File: src/source/lsu_macros.svh
// Global sizes for the load/store path
// Data memory is a flat array of doubleword lines, no banking
// Changing DMEM_WORDS must keep it a power of two, addresses wrap
// TAG_W only sizes the tag, tags are not checked for reuse

`ifndef LSU_MACROS_SVH
`define LSU_MACROS_SVH

// ------------------------------
// Datapath
// ------------------------------
`define XLEN 64

// Bytes per line give the offset width
`define BYTE_OFF_W ($clog2(`XLEN / 8))

// ------------------------------
// Data memory and tags
// ------------------------------
`define DMEM_WORDS 256
`define DMEM_IDX_W ($clog2(`DMEM_WORDS))
`define TAG_W 5

`endif

File: src/source/memory_pkg.sv
// Types that describe a data memory access
// Width encoding follows the load/store unit of the core
// A request carries one doubleword lane set, no bursts

`include "lsu_macros.svh"

package memory_pkg;

    // Access size, unsigned variants only matter for loads
    typedef enum logic [2:0] {
        LS_BYTE,
        LS_BYTE_U,
        LS_HALFWORD,
        LS_HALFWORD_U,
        LS_WORD,
        LS_WORD_U,
        LS_DOUBLEWORD
    } ldst_width_t;

    // Direction of the access
    typedef enum logic {
        LSU_LOAD,
        LSU_STORE
    } ldst_op_t;

    // ------------------------------
    // Request to the data memory
    // ------------------------------
    typedef struct packed {
        logic [`DMEM_IDX_W-1:0] line_idx;  // doubleword line
        logic [`BYTE_OFF_W-1:0] byte_off;  // first byte in line
        ldst_width_t            width;
        ldst_op_t               op;
        logic [`XLEN-1:0]       wdata;     // store data, right aligned
        logic                   we;        // aligned store only
    } dmem_req_t;

endpackage

File: src/source/expipe_pkg.sv
// Types that travel between the load/store pipeline stages
// Payloads are only meaningful while the matching valid is high
// Depends on memory_pkg, compile that first

`include "lsu_macros.svh"

package expipe_pkg;

    // ------------------------------
    // Issued operation
    // ------------------------------
    typedef struct packed {
        memory_pkg::ldst_op_t    op;
        memory_pkg::ldst_width_t width;
        logic [`XLEN-1:0]        base;   // base register value
        logic [`XLEN-1:0]        imm;    // already sign extended
        logic [`XLEN-1:0]        sdata;  // store data
        logic [`TAG_W-1:0]       tag;    // destination tag
    } lsu_op_t;

    // Address stage output
    typedef struct packed {
        memory_pkg::dmem_req_t req;
        logic [`TAG_W-1:0]     tag;
        logic                  exc;  // misaligned access
    } agu_stage_t;

    // ------------------------------
    // Memory stage output
    // ------------------------------
    // Full line, byte selection is left to writeback
    typedef struct packed {
        logic [`XLEN-1:0]        line;
        logic [`BYTE_OFF_W-1:0]  byte_off;
        memory_pkg::ldst_width_t width;
        memory_pkg::ldst_op_t    op;
        logic [`TAG_W-1:0]       tag;
        logic                    exc;
    } mem_stage_t;

    // Final result, data is zero for stores and exceptions
    typedef struct packed {
        logic [`TAG_W-1:0]    tag;
        memory_pkg::ldst_op_t op;
        logic                 exc;
        logic [`XLEN-1:0]     data;
    } lsu_result_t;

endpackage

File: src/source/address_gen.sv
// Address generation, one cycle
// Effective address is base + imm, bits above the memory depth dropped
// Only place where alignment is checked, later stages trust exc and we
// No back-pressure, a new operation may enter every cycle

`timescale 1ns/1ns
`include "lsu_macros.svh"

module address_gen (
    input  logic                   clk_i,
    input  logic                   rst_n_i,
    input  logic                   valid_i,
    input  expipe_pkg::lsu_op_t    op_i,
    output logic                   valid_o,
    output expipe_pkg::agu_stage_t stage_o
);

    logic [`XLEN-1:0]       eff_addr;
    logic [`BYTE_OFF_W-1:0] byte_off;
    logic                   misaligned;
    expipe_pkg::agu_stage_t stage_d;
    expipe_pkg::agu_stage_t stage_q;
    logic                   valid_q;

    // ------------------------------
    // Address and alignment
    // ------------------------------
    assign eff_addr = op_i.base + op_i.imm;
    assign byte_off = eff_addr[`BYTE_OFF_W-1:0];

    always_comb begin
        case (op_i.width)
            // Halfword needs an even offset
            memory_pkg::LS_HALFWORD, memory_pkg::LS_HALFWORD_U:
                misaligned = byte_off[0];
            // Word on a four byte boundary
            memory_pkg::LS_WORD, memory_pkg::LS_WORD_U:
                misaligned = |byte_off[1:0];
            memory_pkg::LS_DOUBLEWORD:
                misaligned = |byte_off;
            // Bytes are always aligned
            default:
                misaligned = 1'b0;
        endcase
    end

    // Split address into line and offset
    always_comb begin
        stage_d.req.line_idx = eff_addr[`BYTE_OFF_W +: `DMEM_IDX_W];
        stage_d.req.byte_off = byte_off;
        stage_d.req.width    = op_i.width;
        stage_d.req.op       = op_i.op;
        stage_d.req.wdata    = op_i.sdata;
        // Misaligned stores must not touch memory
        stage_d.req.we       = (op_i.op == memory_pkg::LSU_STORE) && !misaligned;
        stage_d.tag          = op_i.tag;
        stage_d.exc          = misaligned;
    end

    // ------------------------------
    // Stage registers
    // ------------------------------
    always_ff @(posedge clk_i) begin
        if (!rst_n_i) begin
            valid_q <= 1'b0;
        end else begin
            valid_q <= valid_i;
        end
    end

    // Payload only moves with a valid op
    always_ff @(posedge clk_i) begin
        if (valid_i) begin
            stage_q <= stage_d;
        end
    end

    assign valid_o = valid_q;
    assign stage_o = stage_q;

endmodule

File: config.mk
export PLATFORM = sky130hd
export DESIGN_NAME = address_gen
export DESIGN_NICKNAME = d
export VERILOG_FILES = /design/src/source/memory_pkg.sv /design/src/source/expipe_pkg.sv /design/src/source/address_gen.sv
export VERILOG_INCLUDE_DIRS = /design/src /design/src/source
export SDC_FILE = /design/constraint.sdc
export NUM_CORES = 1
export LEC_CHECK = 0
export BUFFER_PORTS_ARGS = -buffer_cell sky130_fd_sc_hd__buf_2
export CORE_AREA = 2 2 113 115
export DETAILED_ROUTE_END_ITERATION = 7
export DIE_AREA = 0 0 115 117
export PLACE_DENSITY = 0.69
export SLEW_MARGIN = 20
export SYNTH_ARGS = -nofsm -noshare
export SYNTH_HDL_FRONTEND = slang
export SYNTH_SLANG_ARGS = --single-unit
File: constraint.sdc
create_clock -name clk_i -period 2.8 [get_ports clk_i]
set_input_delay 0.28 -clock clk_i [delete_from_list [all_inputs] [get_ports clk_i]]
set_output_delay 0.28 -clock clk_i [all_outputs]
set_load 0.005 [all_outputs]
==> impl_metrics.csv <==
group,metric,value,unit
min_path,hold_class,"in2reg",
grt,grt_max_degree,53,
routing,wl_per_cell,15.5,um
routing,wirelength,7820,um
place,dp_hpwl,6030,um
cts,clockBufferDepth,2,
cts,cts_resized,0,
power,intPower,2.52,mW
cts,htree_levels,3,
power,pwr-share-comb,0.109,
min_path,min_path_cells,1,
job,cap_violations,0,
power,swShare,0.214,
place,gp_congestion,0.724,
power,powerDensity,703,mW/mm^2
die,core_area,0.0123,mm^2
min_path,min_from,"op_i[58]",
sta,period_minus_slack,1.86,ns
sta,max_slew_margin,0.668,
worst_setup_path,crit_fanout,3,
cts,cts_root_buf,"clkbuf_16",
finish,fillers,1181,
finish,nets,564,
synth,synth_simple_gate_area_frac,0.0362,
finish,final_cell_mix,"buf_2, edfxtp_1, ha_1",
synth,synthTopCellsByArea,"edfxtp_1, ha_1, xnor2_1",
grt,track_usage,0.111,
worst_setup_path,critPathKind,"in2reg",
die,initial_core_util,0.252,
synth,yosys_warnings,0,
sta,setup_tns,0,ns
routing,ant_nets,0,
die,dieWidth,115,um
synth,syn_nets,368,
sta,worstMarginPinSlew,0.499,ns
finish,final_common_cell,"buf_2",
routing,highest_layer,"met4",
worst_setup_path,cp-start-kind,"primary input",
sta,finalHoldViolCount,0,
finish,finalNonFillerCells,504,
synth,ys_ff_latch,87,
synth,synth.avg_cell_area,20.3,um^2
sta,setup_viol,0,
routing,vias_per_cell,4.20,
grt,antenna_found_initial,1,
routing,dr_total_vias,2117,
die,row_count,41,
die,ios,291,
synth,ys_types,28,
synth,synth_mux_area_frac,0,
synth,synth-compound-area-share,0.0471,
power,total_leakage_power,1.96,nW
cts,cts_buffers,9,
grt,grt_pass1_wl,10600,um
finish,synthToLayoutAreaGrowth,46.5,%
routing,wl_met2,3210,um
cts,cts_tree,"done",
worst_setup_path,end_kind,"flop",
grt,grt_pass1_vias,1933,
sta,rsz0062_at_grt,"no",
grt,overflow,0,
synth,yosysTopAreaCell,"edfxtp_1",
worst_setup_path,arrival,1.94,ns
power,switching_power,0.684,mW
routing,drc,0,
sta,slew_violations,0,
routing,drt-initial-drc-count,123,
routing,route.met3.wl,1150,um
power,pwr-share-clk,0.392,
cts,postCtsSetupBuffers,0,
routing,drt-pass1-iter-count,4,
routing,m1WireLength,3290,um
min_path,hold_end,"stage_o[60]",
synth,synth_cells,153,
cts,cts_hold_buffers,0,
finish,drive_gt1_frac,0.586,
cts,clk_pin_slew_worst_paths,0.06,ns
synth,synthAdderAreaFrac,0.0467,
place,io_buffers,184,
sta,min_period_over_period,0.663,
synth,syn_area,0.00311,mm^2
outcome,status,"completed",
die,die_h,117,um
synth,synth_xor_area_frac,0.0254,
power,power.share.sequential,0.499,
synth,synth-seq-area-share,0.837,
synth,yosysTopAreaCellShare,0.831,
sta,max_freq,538,MHz
synth,synth_top_family_by_area,"compound AO/OA/AOI/OAI gates",
power,peakVddDrop,0.259,mV
worst_setup_path,critical_path_required,2.89,ns
die,dieArea,0.0135,mm^2
place,dp_cells,488,
cts,cts_sinks,87,
logic make-up (layout without fill, tap and decap cells):
logic type | after synthesis | count (layout)
AOI/OAI and AO/OA | 19 | 19
xor gates and xnor gates | 9 | 9
adders and majority gates | 11 | 11
buffers and inverters | 6 | 206
DFF | 87 | 87
other | 0 | 1
and+or+nand+nor | 21 | 21
per-stage QoR:
| stage | cell area, um^2 | utilization | hold WS (ns) | total power [mW] | setup WS (ns) |
|---|---|---|---|---|---|
| 6_report | 4550 | 0.370 | 0.114 | 3.20 | 0.943 |
| 5_1_grt | 4550 | 0.370 | 0.0958 | 3.35 | 0.813 |
| 4_1_cts | 4550 | 0.370 | 0.0942 | 3.26 | 0.921 |
| 3_5_place_dp | 4240 | 0.344 | 0.458 | 1.98 | 0.550 |
| 3_3_place_gp | 4240 | 0.344 | 0.458 | 1.97 | 0.585 |
| 2_1_floorplan | 3110 | - | 0.379 | 1.74 | 0.923 |
power groups by stage:
stage / Combinational, mW / Sequential [mW] / Clock, mW
6_report: 0.349 / 1.60 / 1.26
5_1_grt: 0.391 / 1.61 / 1.36
4_1_cts: 0.355 / 1.60 / 1.31
3_5_place_dp: 0.355 / 1.62 / 0
3_3_place_gp: 0.349 / 1.62 / 0
2_1_floorplan: 0.0974 / 1.64 / 0
registers in the layout (all words and copies together), names as in the netlist:
signal and count:
valid_o 1, stage_o 86
how the worst max path moves through the flow:
stage,startpoint,to,slack [ns],cells past startpoint
floorplan,op_i[69],stage_o[85],0.92,8
CTS,op_i[69],stage_o[85],0.92,9
global placement,op_i[69],stage_o[85],0.59,9
detailed placement,op_i[69],stage_o[85],0.55,9
finish,op_i[69],stage_o[85],0.94,9
global route,op_i[69],stage_o[85],0.81,9
worst max-delay path: stages:
cell and delay (ns):
buf_2 0.08, ha_1 0.16, inv_1 0.06, fa_1 0.40, nor2b_1 0.11, o21ai_0 0.11, o22ai_1 0.36, o221ai_1 0.22
xnor2_1 0.16
area by class of cell:
cell class              instances  area (um^2)  share of cell area
flip-flops and latches         87         2600               0.572
repair buffers                185          943               0.207
multi-input cells              60          483               0.106
clock buffers                   9          225              0.0495
well taps                     150          188              0.0412
clock inverters                 6         85.1              0.0187
inverters                       6         22.5             0.00495
diodes                          1         2.50            0.000550
cells in the mapped netlist, drive strengths merged:
cell	number
edfxtp	86
ha	10
a21oi	8
xnor2	7
inv	6
nand2	4
nor2b	4
and3	3
nor2	3
o21ai	3
and2	2
nand3	2
xor2	2
a21o	1
a221oi	1
a31oi	1
a41oi	1
dfxtp	1
fa	1
nand2b	1
nor3	1
o221a	1
o221ai	1
o22ai	1
o41ai	1
or2	1
per-layer routing:
| layer | vias to the layer above | GRT usage |
|---|---|---|
| met5 | - | 0 |
| met4 | 0 | 0.0602 |
| met3 | 12 | 0.0654 |
| met2 | 137 | 0.156 |
| met1 | 980 | 0.133 |
| li1 | 988 | - |
No activity file was read; power rests on OpenSTA's default activity.
